===== config.mk =====
export PLATFORM = sky130hd
export DESIGN_NAME = i2c_bit_timer
export DESIGN_NICKNAME = d
export VERILOG_FILES = /design/src/i2c_pkg.sv /design/src/i2c_bit_timer.sv
export SDC_FILE = /design/constraint.sdc
export NUM_CORES = 1
export LEC_CHECK = 0
export BUFFER_PORTS_ARGS = -buffer_cell sky130_fd_sc_hd__buf_4
export CORE_MARGIN = 3
export CORE_UTILIZATION = 40
export DETAILED_ROUTE_END_ITERATION = 8
export PLACE_DENSITY = 0.69
export SLEW_MARGIN = 15
export SYNTH_ARGS = -nofsm -noshare
export SYNTH_HDL_FRONTEND = slang
export SYNTH_SLANG_ARGS = --single-unit
export TNS_END_PERCENT = 10

===== constraint.sdc =====
create_clock -name clk -period 4.3 [get_ports clk]
set_input_delay 0.43 -clock clk [delete_from_list [all_inputs] [get_ports clk]]
set_output_delay 0.43 -clock clk [all_outputs]
set_load 0.01 [all_outputs]

===== src/i2c_pkg.sv =====
package i2c_pkg;

    // Bus timing
    localparam int unsigned clk_freq    = 32'd50_000_000; // System clock in Hz
    localparam int unsigned scl_freq    = 32'd100_000;    // SCL rate in Hz
    localparam int unsigned quarter_div = clk_freq / (4 * scl_freq);

    // Divider count for one quarter bit
    typedef logic [7:0] div_cnt_t;

    // Quarter-bit position inside a bit slot
    typedef logic [1:0] phase_t;

    localparam phase_t ph_low  = 2'd0; // SCL low, data changes
    localparam phase_t ph_rise = 2'd1; // SCL rises
    localparam phase_t ph_high = 2'd2; // SCL high, sample point
    localparam phase_t ph_fall = 2'd3; // SCL falls

    typedef logic [6:0] slave_addr_t;
    typedef logic [7:0] data_byte_t;
    typedef logic [2:0] bit_cnt_t;

    // What the line driver puts on the bus for the current slot
    typedef enum logic [1:0] {
        cond_idle,
        cond_start,
        cond_bit,
        cond_stop
    } bus_cond_t;

    typedef enum logic [3:0] {
        st_idle,
        st_start,
        st_addr,
        st_addr_ack,
        st_wdata,
        st_wdata_ack,
        st_rdata,
        st_rdata_nack,
        st_stop
    } seq_state_t;

endpackage


===== src/i2c_bit_timer.sv =====
`timescale 1ns/100ps

module i2c_bit_timer (
    input  logic            clk,
    input  logic            rst,
    input  logic            run,   // High for the whole transaction
    output logic            tick,  // One clock at the end of each quarter bit
    output i2c_pkg::phase_t phase
);

    i2c_pkg::div_cnt_t div_cnt;
    logic              div_wrap;

    // Last clock of the current quarter bit
    assign div_wrap = (div_cnt == i2c_pkg::div_cnt_t'(i2c_pkg::quarter_div - 1));

    assign tick = run && div_wrap;

    // Quarter-bit divider
    always_ff @(posedge clk or posedge rst) begin
        if (rst) begin
            div_cnt <= '0;
        end else if (!run) begin
            div_cnt <= '0; // Hold at zero between transactions
        end else if (div_wrap) begin
            div_cnt <= '0;
        end else begin
            div_cnt <= div_cnt + 1'b1;
        end
    end

    // Phase steps once per tick and wraps after ph_fall
    always_ff @(posedge clk or posedge rst) begin
        if (rst) begin
            phase <= i2c_pkg::ph_low;
        end else if (!run) begin
            phase <= i2c_pkg::ph_low;
        end else if (tick) begin
            phase <= phase + 2'd1;
        end
    end

endmodule


# --- After elaboration in Yosys (flattened, before gate mapping) ---
# Cells that the tools add are included.
word_totals:
  register_bits: 10
  out_inout_bits: 3
  ramBits: 0
  rom_bits: 0
  input_bits: 3
  n_memories: 0
  latchBits: 0
op_classes:
  n_bitwise: 0
  n_lt_le_gt_ge: 0
  shift: 0
  n_mux: 4
  div: 0
  reduce_logical: 1
  add_sub_neg: 2
  multipliers: 0
  eq_ne: 2
op_table:
  columns: ["cell", "n"]
  rows:
  - ["$mux 8", 2]
  - ["$add 8x1->8 const B", 1]
  - ["$eq 8x7->1 const B", 1]
  - ["$mux 2", 2]
  - ["$add 2x1->2 const B", 1]
  - ["$ne 2x1->1 const B", 1]
  - ["$logic_and 1x1->1", 1]

# --- Longest topological paths before layout ---
logic_depth:
  depth_word: 4
  depth_mapped: 5
  depth_no_buf: 5

# --- Worst setup path after synthesis ---
# Ideal clock, no wire load.
synth_timing:
  path_type: "reg-to-output"
  start: "register div_cnt[0]"
  end: "output tick"
  required_time_ps: 3870
  t_arrival_ps: 1165
  stages_incl_launch_ff: 5
  setup_slack_ps: 2705
  path_cell_list: "dfrtp_1 > inv_1 > ha_1 > nand4b_1 > nor3_1"
synth_via:
  elab_chain_cells: 2
synth_rtl:
  columns: ["item", "line_no", "rtl"]
  rows:
  - ["from (decl)", "i2c_bit_timer.sv:11", "i2c_pkg::div_cnt_t div_cnt;"]
  - ["from (signal assigned)", "i2c_bit_timer.sv:28", "div_cnt <= div_cnt + 1'b1;"]
  - ["$eq 8x7->1", "i2c_bit_timer.sv:15", "assign div_wrap = (div_cnt == i2c_pkg::div_cnt_t'(i2c_pkg::quarter_div - 1));"]
  - ["$logic_and 1x1->1", "i2c_bit_timer.sv:17", "assign tick = run && div_wrap;"]
  - ["to (decl)", "i2c_bit_timer.sv:7", "output logic tick,"]
# No other way between the ends.

# --- Worst setup path in the final report ---
# Ends and elaborated chain as after synthesis.

==> qor_table.md <==
| Step | Metric | This run |
|:---|:---|:---|
| outcome | Result of the run | finished clean |
| yosys | Register bit count reported by yosys | 10 |
| timing | Maximum clock frequency | 497.6 MHz |
| power and ir drop | Register share of total power | 57.8% |
| timing | Setup repair after global routing missed its margin | no |
| global route | M3 GR Usage | 7.627% |
| route | Final antenna-violating net count | 0 |
| cts | Number of buffers between clock root and the deepest sink | 2 |
| power and ir drop | Share of total power in combinational logic | 9.8% |
| final layout | Number of non-filler instances in the completed layout | 81 |
| critical path | Setup CP Type | register to output port |
| final layout | Total inserted antenna cells | 0 |
| timing | Relative slew margins | 74.60% |
| timing | Final setup fails | 0 |
| min path | Worst hold path class | input port to asynchronous set/reset pin |
| final layout | Number of nets in the layout | 74 |
| global route | Met2 track demand over resource | 18.26% |
| route | Detailed-route wire length | 999 um |
| yosys | Share of synthesized area occupied by flip-flops and latches | 45.66% |
| yosys | Most used flip-flop cell after synthesis | dfrtp_1 |
| power and ir drop | Leakage dissipation | 0.2586 nW |
| die | Core area | 0.001186 sq mm |
| yosys | Post-Synthesis Net Count | 65 |
| die | Die H | 43.02 um |
| yosys | Gate count after technology mapping | 60 |
| cts | Clock insertion delay at the later pin of the skew report | 0.26 ns |
| power and ir drop | Switching power as a share of total power | 24.59% |
| place | Number of instances in the placed design | 78 |
| power and ir drop | Clock power share | 32.4% |
| critical path | Kind of capture point of the worst setup path | output port |
| final layout | Share of cells above drive strength 1 | 13.43% |
| cts | Clock sink count | 10 |
| critical path | Critical path arrival | 1.58 ns |
| global route | Via count of the first global-routing pass | 400 |
| timing | Final hold violations | 0 |
| timing | Final TNS setup | 0 ns |
| place | Total cell area at the placement stage | 591.8 sq um |
| power and ir drop | Power density over the cells | 298.8 mW/mm^2 |
| timing | Worst Tran Pin Value | 0.3806 ns |
| global route | Busiest grt layer | met2 |
| timing | Worst Clk Skew | 0.007620 ns |
| die | Initial core utilization | 46.20% |
| yosys | Total number of yosys warnings | 0 |
| die | Number of cell rows | 12 |
| cts | Post-CTS setup buffers | 0 |
| cts | Number of levels the H-tree was split into | 1 |
| timing | Clock period minus worst slack | 2.010 ns |
| route | Avg Vias per Cell | 5.049 |
| route | Routed WL per cell | 12.33 um |
| place | Placed wire-length estimate after detailed placement | 739.3 um |
| die | Number of top-level pins | 6 |
| final layout | Cell area after layout | 614.3 sq um |
| global route | Pin count of the biggest net entering global routing | 11 |
| global route | Wire length of the first global-routing pass | 1.745 mm |
| global route | Overall routing resource usage | 13.02% |
| timing | Pins Over Slew Limit | 0 |
| place | Final estimated routing congestion in global placement | 0.7513 |
| cts | Number of CTS-inserted buffers | 3 |
| global route | Met1 Resource Use GR | 17.62% |
| yosys | Cell area after technology mapping | 548.0 sq um |
| critical path | Critical path required time | 3.87 ns |
| yosys | Number of different library cells in the post-synthesis netlist | 24 |
| critical path | Critical path launch point type | register |
| place | Number of I/O port buffers | 5 |
| cts | CTS root buffer | clkbuf_4 |
| power and ir drop | Cell-internal power | 0.1384 mW |
| route | Vias post-DR | 409 |
| global route | Number of antenna violations at the first check in global routing | 0 |
| final layout | Layout Area Growth over Synthesis | 12.10% |
| die | Area enclosed by the die boundary | 0.001850 sq mm |
| yosys | Async S/R FF share, synth | 100.0% |
| die | Die X-Extent | 43.02 um |
| power and ir drop | Max rail drop VDD | 166.7 uV |
| critical path | Max Fanout on Critical Path | 7 |
| global route | Sum of overflow across all layers after global routing | 0 |
| cts | Clock slew seen by the registers of the worst setup and hold paths | 0.06 ns |
| yosys | Number of flops mapped to enable cells by yosys | 0 |
| route | Number of detailed-routing iterations run before antenna repair | 4 |
| power and ir drop | Switching Power | 0.04514 mW |
| route | First DRT Iteration DRCs | 11 |
| yosys | Syn avg cell area | 9.134 sq um |
| flow run | Reported max-cap violation count | 0 |
| route | Remaining DRCs | 0 |
| cts | Hold buffers post-CTS | 0 |
| cts | Clock tree from TritonCTS | built |
| timing | Post-route clock period utilization | 46.74% |
| cts | Cts repair resizes | 0 |
| power and ir drop | Total design power | 0.1836 mW |
## Yosys cell counts (2+ instances only)
cell,instances,area (sq um)
a21oi_1,3,15.01
a31oi_1,2,12.51
dfrtp_1,10,250.2
ha_1,2,25.02
inv_1,8,30.03
nand2_1,8,30.03
nand2b_1,2,12.51
nand3_1,3,15.01
nor2_1,2,7.510
nor3_1,2,10.01
o21ai_0,3,15.01
or3_1,3,18.77
## worst paths after layout
check	start	endpoint	slack (ns)	depth (start not counted)
max in group asynchronous	rst	div_cnt[0]	3.88	2
min in group clk	run	div_cnt[1]	0.48	2
hold reg to reg	div_cnt[0]	div_cnt[0]	0.51	1
setup reg to reg	div_cnt[0]	phase[0]	2.75	5
hold / removal	rst	phase[0]	0.15	2
setup / recovery	div_cnt[0]	tick	2.29	5
## flip-flops by register name, indices dropped and copies added (netlist names)
name     flops
phase        2
div_cnt      8
## power by group through the flow
stage / Clock [mW] / Sequential [mW] / Combinational [mW]
2_1_floorplan: 0 / 0.106 / 0.0144
3_3_place_gp: 0 / 0.107 / 0.0179
3_5_place_dp: 0 / 0.107 / 0.0184
4_1_cts: 0.0622 / 0.106 / 0.0185
5_1_grt: 0.0669 / 0.107 / 0.0213
6_report: 0.0596 / 0.106 / 0.0179
## worst max-delay path: stages (launching register included)
cell,delay (ns)
dfrtp_1,0.41
inv_1,0.07
ha_1,0.18
nand4b_1,0.25
nor3_1,0.26
buf_4,0.15
## kinds of logic (layout without fill, tap and decap cells)
kind of cell               count (synthesis)  count (layout)  synth area share, %
and+or+nand+nor                           25              25                24.89
muxes                                      1               1                1.827
AOI/OAI and AO/OA                         12              12                13.93
DFF                                       10              10                45.66
xor gates and xnor gates                   1               1                1.598
adders and majority gates                  2               2                4.565
buffers and inverters                      9              16                7.534
## through the flow
step                      hold slack (ns)  utilization [%]  worst slack (ns)
after detailed placement           0.4367            49.89             2.568
final                              0.1456            51.79             2.290
after floorplan                    0.2702                -             2.705
after CTS                          0.1560            51.79             2.280
after global routing               0.1675            51.79             2.088
after global placement             0.4295            49.89             2.633
## cell type report
type | count | area [sq um]
Fill cell | 110 | 571.8
Multi-Input combinational cell | 41 | 256.5
Sequential cell | 10 | 250.2
Timing Repair Buffer | 5 | 37.54
Inverter | 8 | 30.03
Clock buffer | 3 | 22.52
Tap cell | 14 | 17.52
## cells in the final DEF, fill, tap and decap left out
cell	count
nand3_1	3
o311ai_0	1
or4_1	1
nor3_1	2
nand2b_1	2
or3_1	3
and2_1	1
inv_1	8
dfrtp_1	10
nor2_1	2
a31oi_1	2
ha_1	2
clkbuf_4	3
nand2_1	8
o21ai_0	3
nand3b_1	1
mux2i_1	1
buf_4	5
xnor2_1	1
o32ai_1	1
nand4_2	1
o2111ai_1	1
a21oi_1	3
o211ai_1	1
nand4b_1	1
## layer usage
layer / wire [um] / vias to the layer above
li1: - / 226
met1: 519 / 176
met2: 441 / 7
met5: 0 / -
met4: 0 / 0
met3: 37 / 0
(Power assumes the default switching activity.)
