--- src/i2c_pkg.sv ---
package i2c_pkg;

    // Bus timing
    localparam int unsigned clk_freq    = 32'd50_000_000; // System clock in Hz
    localparam int unsigned scl_freq    = 32'd100_000;    // SCL rate in Hz
    localparam int unsigned quarter_div = clk_freq / (4 * scl_freq);

    // Divider count for one quarter bit
    typedef logic [7:0] div_cnt_t;

    // Quarter-bit position inside a bit slot
    typedef logic [1:0] phase_t;

    localparam phase_t ph_low  = 2'd0; // SCL low, data changes
    localparam phase_t ph_rise = 2'd1; // SCL rises
    localparam phase_t ph_high = 2'd2; // SCL high, sample point
    localparam phase_t ph_fall = 2'd3; // SCL falls

    typedef logic [6:0] slave_addr_t;
    typedef logic [7:0] data_byte_t;
    typedef logic [2:0] bit_cnt_t;

    // What the line driver puts on the bus for the current slot
    typedef enum logic [1:0] {
        cond_idle,
        cond_start,
        cond_bit,
        cond_stop
    } bus_cond_t;

    typedef enum logic [3:0] {
        st_idle,
        st_start,
        st_addr,
        st_addr_ack,
        st_wdata,
        st_wdata_ack,
        st_rdata,
        st_rdata_nack,
        st_stop
    } seq_state_t;

endpackage

--- src/i2c_byte_sequencer.sv ---
`timescale 1ns/100ps

module i2c_byte_sequencer (
    input  logic                  clk,
    input  logic                  rst,
    input  logic                  start,      // One-cycle request, taken only when idle
    input  logic                  rw,         // 1 for read
    input  i2c_pkg::slave_addr_t  slave_addr,
    input  i2c_pkg::data_byte_t   wdata,
    input  logic                  tick,
    input  i2c_pkg::phase_t       phase,
    input  logic                  sda_in,     // Synchronized bus data
    output logic                  run,
    output i2c_pkg::bus_cond_t    cond,
    output logic                  tx_bit,     // 1 releases SDA
    output i2c_pkg::data_byte_t   rdata,
    output logic                  busy,
    output logic                  done,
    output logic                  ack_error
);

    i2c_pkg::seq_state_t state;
    i2c_pkg::data_byte_t shift_reg; // Address+rw, then write data
    i2c_pkg::data_byte_t wdata_q;
    i2c_pkg::bit_cnt_t   bit_cnt;
    logic                rw_q;
    logic                accept;
    logic                sample;
    logic                slot_end;

    assign accept   = (state == i2c_pkg::st_idle) && start;
    assign sample   = tick && (phase == i2c_pkg::ph_high);
    assign slot_end = tick && (phase == i2c_pkg::ph_fall);

    assign busy = (state != i2c_pkg::st_idle);
    assign run  = busy;

    // Bus request for the current slot
    always_comb begin
        case (state)
            i2c_pkg::st_idle:  cond = i2c_pkg::cond_idle;
            i2c_pkg::st_start: cond = i2c_pkg::cond_start;
            i2c_pkg::st_stop:  cond = i2c_pkg::cond_stop;
            default:           cond = i2c_pkg::cond_bit;
        endcase
    end

    // Only address and write data bits are driven by the master
    always_comb begin
        if (state == i2c_pkg::st_addr || state == i2c_pkg::st_wdata) begin
            tx_bit = shift_reg[7];
        end else begin
            tx_bit = 1'b1; // Ack slots, read data and the read NACK
        end
    end

    // Transaction state, bit counter and status
    always_ff @(posedge clk or posedge rst) begin
        if (rst) begin
            state     <= i2c_pkg::st_idle;
            bit_cnt   <= 3'd7;
            done      <= 1'b0;
            ack_error <= 1'b0;
            rdata     <= '0;
        end else begin
            done <= 1'b0;

            if (accept) begin
                state     <= i2c_pkg::st_start;
                ack_error <= 1'b0; // Fresh status per transaction
            end

            // Slave answers in both ack slots, high means NACK
            if (sample && sda_in &&
                (state == i2c_pkg::st_addr_ack || state == i2c_pkg::st_wdata_ack)) begin
                ack_error <= 1'b1;
            end

            if (sample && state == i2c_pkg::st_rdata) begin
                rdata <= {rdata[6:0], sda_in}; // MSB first
            end

            if (slot_end) begin
                case (state)
                    i2c_pkg::st_start: begin
                        state   <= i2c_pkg::st_addr;
                        bit_cnt <= 3'd7;
                    end
                    i2c_pkg::st_addr: begin
                        if (bit_cnt == 3'd0) begin
                            state <= i2c_pkg::st_addr_ack;
                        end else begin
                            bit_cnt <= bit_cnt - 1'b1;
                        end
                    end
                    i2c_pkg::st_addr_ack: begin
                        bit_cnt <= 3'd7;
                        if (ack_error) begin
                            state <= i2c_pkg::st_stop; // No slave, skip the data byte
                        end else if (rw_q) begin
                            state <= i2c_pkg::st_rdata;
                        end else begin
                            state <= i2c_pkg::st_wdata;
                        end
                    end
                    i2c_pkg::st_wdata: begin
                        if (bit_cnt == 3'd0) begin
                            state <= i2c_pkg::st_wdata_ack;
                        end else begin
                            bit_cnt <= bit_cnt - 1'b1;
                        end
                    end
                    i2c_pkg::st_wdata_ack: state <= i2c_pkg::st_stop;
                    i2c_pkg::st_rdata: begin
                        if (bit_cnt == 3'd0) begin
                            state <= i2c_pkg::st_rdata_nack;
                        end else begin
                            bit_cnt <= bit_cnt - 1'b1;
                        end
                    end
                    i2c_pkg::st_rdata_nack: state <= i2c_pkg::st_stop;
                    i2c_pkg::st_stop: begin
                        state <= i2c_pkg::st_idle;
                        done  <= 1'b1; // Same cycle busy drops
                    end
                    default: state <= i2c_pkg::st_idle;
                endcase
            end
        end
    end

    // Request capture and transmit shifter
    always_ff @(posedge clk) begin
        if (accept) begin
            shift_reg <= {slave_addr, rw};
            wdata_q   <= wdata;
            rw_q      <= rw;
        end else if (slot_end) begin
            if (state == i2c_pkg::st_addr_ack) begin
                shift_reg <= wdata_q;
            end else if (state == i2c_pkg::st_addr || state == i2c_pkg::st_wdata) begin
                shift_reg <= {shift_reg[6:0], 1'b0};
            end
        end
    end

endmodule

--- config.mk ---
export PLATFORM = sky130hd
export DESIGN_NAME = i2c_byte_sequencer
export DESIGN_NICKNAME = d
export VERILOG_FILES = /design/src/i2c_pkg.sv /design/src/i2c_byte_sequencer.sv
export SDC_FILE = /design/constraint.sdc
export NUM_CORES = 1
export LEC_CHECK = 0
export BUFFER_PORTS_ARGS = -buffer_cell sky130_fd_sc_hd__buf_2
export CORE_MARGIN = 2
export CORE_UTILIZATION = 47
export CTS_CLUSTER_DIAMETER = 60
export CTS_CLUSTER_SIZE = 28
export DETAILED_ROUTE_END_ITERATION = 10
export HOLD_SLACK_MARGIN = 0.08
export PLACE_DENSITY = 0.76
export SYNTH_ARGS = -nofsm -noshare
export SYNTH_HDL_FRONTEND = slang
export SYNTH_SLANG_ARGS = --single-unit
--- constraint.sdc ---
create_clock -name clk -period 1.56 [get_ports clk]
set_input_delay 0.156 -clock clk [delete_from_list [all_inputs] [get_ports clk]]
set_output_delay 0.156 -clock clk [all_outputs]
set_load 0.02 [all_outputs]
Word level (Yosys, flattened, before mapping)
Cells that the tools add are included.
{"block": "word_totals", "register_bits": 34, "latchBits": 0, "ram_bits": 0, "romBits": 0, "out_inout_bits": 15, "elab_cells": 60, "mem_count": 0}
{"block": "op_classes", "n_addsub": 1, "n_mul": 0, "div_mod_pow": 0, "magnitude_cmp": 0, "eq_ne": 11, "shift": 0, "muxes": 20, "n_bitwise": 0, "n_reduce_logical": 20}
{"operator": "2-to-1 mux 8 bit", "count": 4}
{"operator": "2-to-1 mux 4 bit", "count": 6}
{"operator": "case mux 4 bit (6 select lines)", "count": 1}
{"operator": "== test 4 x 3 -> 1 bit (second input constant)", "count": 4}
{"operator": "== test 4 x 2 -> 1 bit (second input constant)", "count": 2}
{"operator": "logical AND 1 bit", "count": 6}
{"operator": "case mux 2 bit (3 select lines)", "count": 1}
{"operator": "case mux 3 bit (2 select lines)", "count": 1}
{"operator": "nonzero test 2 bit", "count": 3}
{"operator": "2-to-1 mux 1 bit", "count": 5}
{"operator": "== test 2 bit (second input constant)", "count": 2}
{"operator": "== test 4 x 1 -> 1 bit (second input constant)", "count": 1}
{"operator": "== test 4 bit (second input constant)", "count": 1}
{"operator": "zero test 4 bit", "count": 1}
{"operator": "nonzero test 4 bit", "count": 1}
{"operator": "OR reduction 2 bit", "count": 2}
{"operator": "zero test 3 bit", "count": 1}
{"operator": "2-to-1 mux 3 bit", "count": 1}
{"operator": "AND reduction 3 bit", "count": 1}
{"operator": "nonzero test 3 bit", "count": 1}
{"operator": "OR reduction 3 bit", "count": 1}
{"operator": "subtractor 3 x 1 -> 3 bit (second input constant)", "count": 1}
{"operator": "logical OR 1 bit", "count": 2}
{"operator": "2-to-1 mux 2 bit", "count": 1}
{"operator": "2 further kinds", "count": 2}

Longest topological paths before layout
{"block": "depth", "depth_word": 6, "mapped_depth": 6, "ltp_nobuf": 6}

Worst setup path after synthesis
OpenSTA, ideal clock, no wires.
{"block": "synth_timing", "kind": "reg2reg", "start": "register state[2]", "end": "register shift_reg[0] (enable)", "setup_time_ps": 375, "arrival_time_ps": 1344, "setup_slack_ps": -160, "stages_incl_launch_ff": 5, "cell_sequence": "dfrtp_1 buf_2 mux2_2 nand2_1 a21oi_1"}
{"block": "synth_between", "elab_chain_cells": 4, "elab_cells_between_ends": 9, "cone_classes": "3 x eq/ne; 6 x reduce/logical"}
{"element": "from (decl)", "line": "i2c_byte_sequencer.sv:22", "rtl": "i2c_pkg::seq_state_t state;"}
{"element": "from (signal assigned)", "line": "i2c_byte_sequencer.sv:60", "rtl": "state <= i2c_pkg::st_idle;"}
{"element": "from (signal assigned)", "line": "i2c_byte_sequencer.sv:69", "rtl": "state <= i2c_pkg::st_start;"}
{"element": "from (signal assigned)", "line": "i2c_byte_sequencer.sv:86", "rtl": "state <= i2c_pkg::st_addr;"}
{"element": "== test 4 x 2 -> 1 bit (tied with other cells)", "line": "i2c_byte_sequencer.sv:141", "rtl": "end else if (state == i2c_pkg::st_addr || state == i2c_pkg::st_wdata) begin"}
{"element": "logical OR 1 bit or logical AND 1 bit (tied branches)", "line": "i2c_byte_sequencer.sv:141, i2c_byte_sequencer.sv:31"}
{"element": "nonzero test 3 bit (no line) or nonzero test 2 bit (tied branches)"}
{"element": "AND reduction 2 bit (no line) (*)"}
{"element": "to (signal assigned)", "line": "i2c_byte_sequencer.sv:135", "rtl": "shift_reg <= {slave_addr, rw};"}
{"element": "to (signal assigned)", "line": "i2c_byte_sequencer.sv:140", "rtl": "shift_reg <= wdata_q;"}
{"element": "to (signal assigned)", "line": "i2c_byte_sequencer.sv:142", "rtl": "shift_reg <= {shift_reg[6:0], 1'b0};"}
{"element": "to (decl)", "line": "i2c_byte_sequencer.sv:23", "rtl": "i2c_pkg::data_byte_t shift_reg;"}
Every way passes the cells marked *; elsewhere a longest branch is shown, timed or not.
A chain may end at the register's enable or synchronous reset.

Final worst setup path
{"block": "layout_timing", "start": "register state[0]", "end": "output tx_bit"}
{"block": "layout_between", "elab_chain_cells": 3, "elab_cells_between_ends": 4, "cone_classes": "2 x eq/ne; 1 x mux; 1 x reduce/logical"}
{"element": "== test 4 x 2 -> 1 bit or == test 4 x 3 -> 1 bit (tied branches)", "line": "i2c_byte_sequencer.sv:50", "rtl": "if (state == i2c_pkg::st_addr || state == i2c_pkg::st_wdata) begin"}
{"element": "logical OR 1 bit (*)", "line": "i2c_byte_sequencer.sv:50"}
{"element": "2-to-1 mux 1 bit (*)", "line": "i2c_byte_sequencer.sv:50"}
{"element": "to (decl)", "line": "i2c_byte_sequencer.sv:15", "rtl": "output logic tx_bit,"}
Marks and branches as above.

==> metrics.txt <==
status complete, but fails checks; failing checks negative setup slack; Tcrit/Tclk final 110.6%; Rows 21; worst hold slack just over 0.09 ns; Max Freq 0.5796 GHz; ant diodes 0; first-pass GRT wire length roughly 5300 um; full die area 0.003871 mm^2; final worst setup slack -0.1654 ns; peak supply drop about 960 uV; Reg2Reg Setup Slack 0.01 ns; syn_nets 157; Die Ht 62.22 um; Yosys reg bits 34; Post-synth top cells 17 x edfxtp_1, 14 x dfrtp_1, 14 x nand2_1, 10 x nor2_1, 10 x o21ai_0; Final Core Density roughly two thirds; DRC Markers 0; worst path arrival time 1.57 ns; Wirelength per Cell 13.94 um; Power Dens Cells approximately 1700 mW/mm^2; P&R area growth vs syn 40.14%; final hold violations 0; Synth warnings 0; required time of the critical path about 1.4 ns; Primary FF master, synth edfxtp_1; largest cells by area after synthesis edfxtp_1 32%, dfrtp_1 22%, mux2_2 6.4%; sequential share of the synthesized area between 50% and 60%; fill cell count 259; gr ovfl total 0; CP Capture Type primary output; hold wc startpoint slave_addr[2]; Cell variety after synth 33; GRT Resource Usage Total 17.79%; Leak 0.9944 nW; Detailed Route WL 3471 um; Syn Inst Count 132; core box area 0.003284 mm^2; nets 227; most common cell in the netlist edfxtp_1; kind of critical path reg2out; FF+latch area approximately 940 um^2; Post-DRT Antenna Nets 0; IO Count 38; clock root cell clkbuf_4; total number of vias 1249; DP HPWL between 2000 and 2500 um; hold crit path type in2reg; Placer Congestion 0.8157; worst skew pair latency 0.34 ns; clk_skew 0.01129 ns; Tmin final about 1.7 ns; Clock transition at path regs 0.10 ns; RSZ-0062 raised after global routing yes; synthesized area per cell 12.07 um^2; Port-buffer cells 37; number of flops mapped to enable cells by yosys 17; Critical R2R Launch state[2]; Synth top area share 32.05%; Final setup viols 5; chip width approximately 62 um; CP startpoint state[0]; Initial Utilization 48.50%; Inserted Clock Buffers 5; vias in the first global route 1203; largest net degree at the start of global routing 25; total clock sinks 34; max cap viols 0; area of the mapped netlist roughly 0.0016 mm^2; Worst-Margin Slew 0.6441 ns; share of cells above drive strength 1 44.83%; CP Max Fanout 4; Slew Limit Fails 0; Yosys top cell by area edfxtp_1; Max clock buf depth 2; Pre-antenna DRT Iters 4; initial antenna violation count 0; Via density 5.016; First DRT Iteration DRCs 39; area of the multi-input gates 631.9 um^2; H-Tree Depth 2; CTS tree yes; relative slew slack 57.01%; ys async rst share around half; Startpoint Class flop
==> layer usage <==
metal / share of wire [%] / vias to the layer above / routed length, um / global-route usage (%)
li1: - / 623 / - / -
met1: 43 / 588 / 1508 / 21.64
met2: 52 / 33 / 1789 / 30.30
met3: 3.7 / 5 / 128 / 3.804
met4: 1.3 / 0 / 46 / 8.333
met5: 0 / - / 0 / 0
==> cell families after synthesis <==
logic type	Yosys count	synth area share [%]
AO/OA/AOI/OAI	25	10.37
flip-flops	34	59.00
XOR/XNOR	2	1.100
adder cells (fa/ha/maj)	2	1.571
multiplexers	16	10.76
buffers and inverters	11	3.456
AND/OR/NAND/NOR	42	13.75
==> path summary, 6_finish.rpt <==
path                                end  depth (start not counted)
setup reg to reg           shift_reg[7]                          6
setup / recovery                 tx_bit                          3
hold reg to reg              bit_cnt[2]                          1
min in group asynchronous      rdata[7]                          3
hold / removal             shift_reg[3]                          3
max in group asynchronous      state[0]                          3
==> what timing repair did <==
action,in CTS,in global routing
cloned,0,1
hold buffers,10,1
resized for setup,11,9
setup buffers,2,7
endpoints found under the setup margin,5,17
pin swaps,0,2
endpoints found under the hold margin,23,2
==> power by group <==
part | internal [W] | switching [W] | leakage [nW]
sequential | 0.00124 | 0.000131 | 0.373
combinational | 0.000905 | 0.000929 | 0.586
clock | 0.000218 | 0.000295 | 0.0353
total | 0.00236 | 0.00135 | 0.994
==> critical path, stage by stage (launching register included) <==
cell     delay, ns
dfrtp_2       0.43
buf_6         0.13
or4_4         0.53
buf_6         0.15
==> per-stage QoR <==
stage | std cells | total power [W] | setup slack (ns) | instance area, um^2 | setup TNS, ns
2_1_floorplan | 132 | 0.002347 | 0.02171 | 1597 | 0
3_3_place_gp | 220 | 0.002721 | 0.08342 | 1902 | 0
3_5_place_dp | 220 | 0.002786 | -0.004538 | 1902 | -0.004538
4_1_cts | 240 | 0.003434 | -0.2114 | 2107 | -0.4817
5_1_grt | 249 | 0.003944 | -0.2142 | 2232 | -1.482
6_report | 249 | 0.003719 | -0.1654 | 2232 | -0.5183
==> cell type report <==
class / count / share of cell area (%)
flip-flops and latches: 34 / 42.21
multi-input cells: 87 / 28.31
repair buffers: 70 / 23.54
well taps: 46 / 2.578
clock buffers: 7 / 2.466
inverters: 4 / 0.6726
clock inverters: 1 / 0.2242
==> layout by cell type, fill, tap and decap left out, drive strengths merged, types with 2 or more instances in the layout <==
cell type    instances
buf                 58
edfxtp              17
nand2               14
dfrtp               14
dlygate4sd3         11
o21ai               10
nor2                10
mux2                 9
clkbuf               8
mux2i                7
nand3                5
a21oi                5
inv                  4
nor3                 3
dfstp                3
and3                 3
nand2b               2
o31ai                2
ha                   2
nor4                 2
xnor2                2
(Power assumes the default switching activity.)
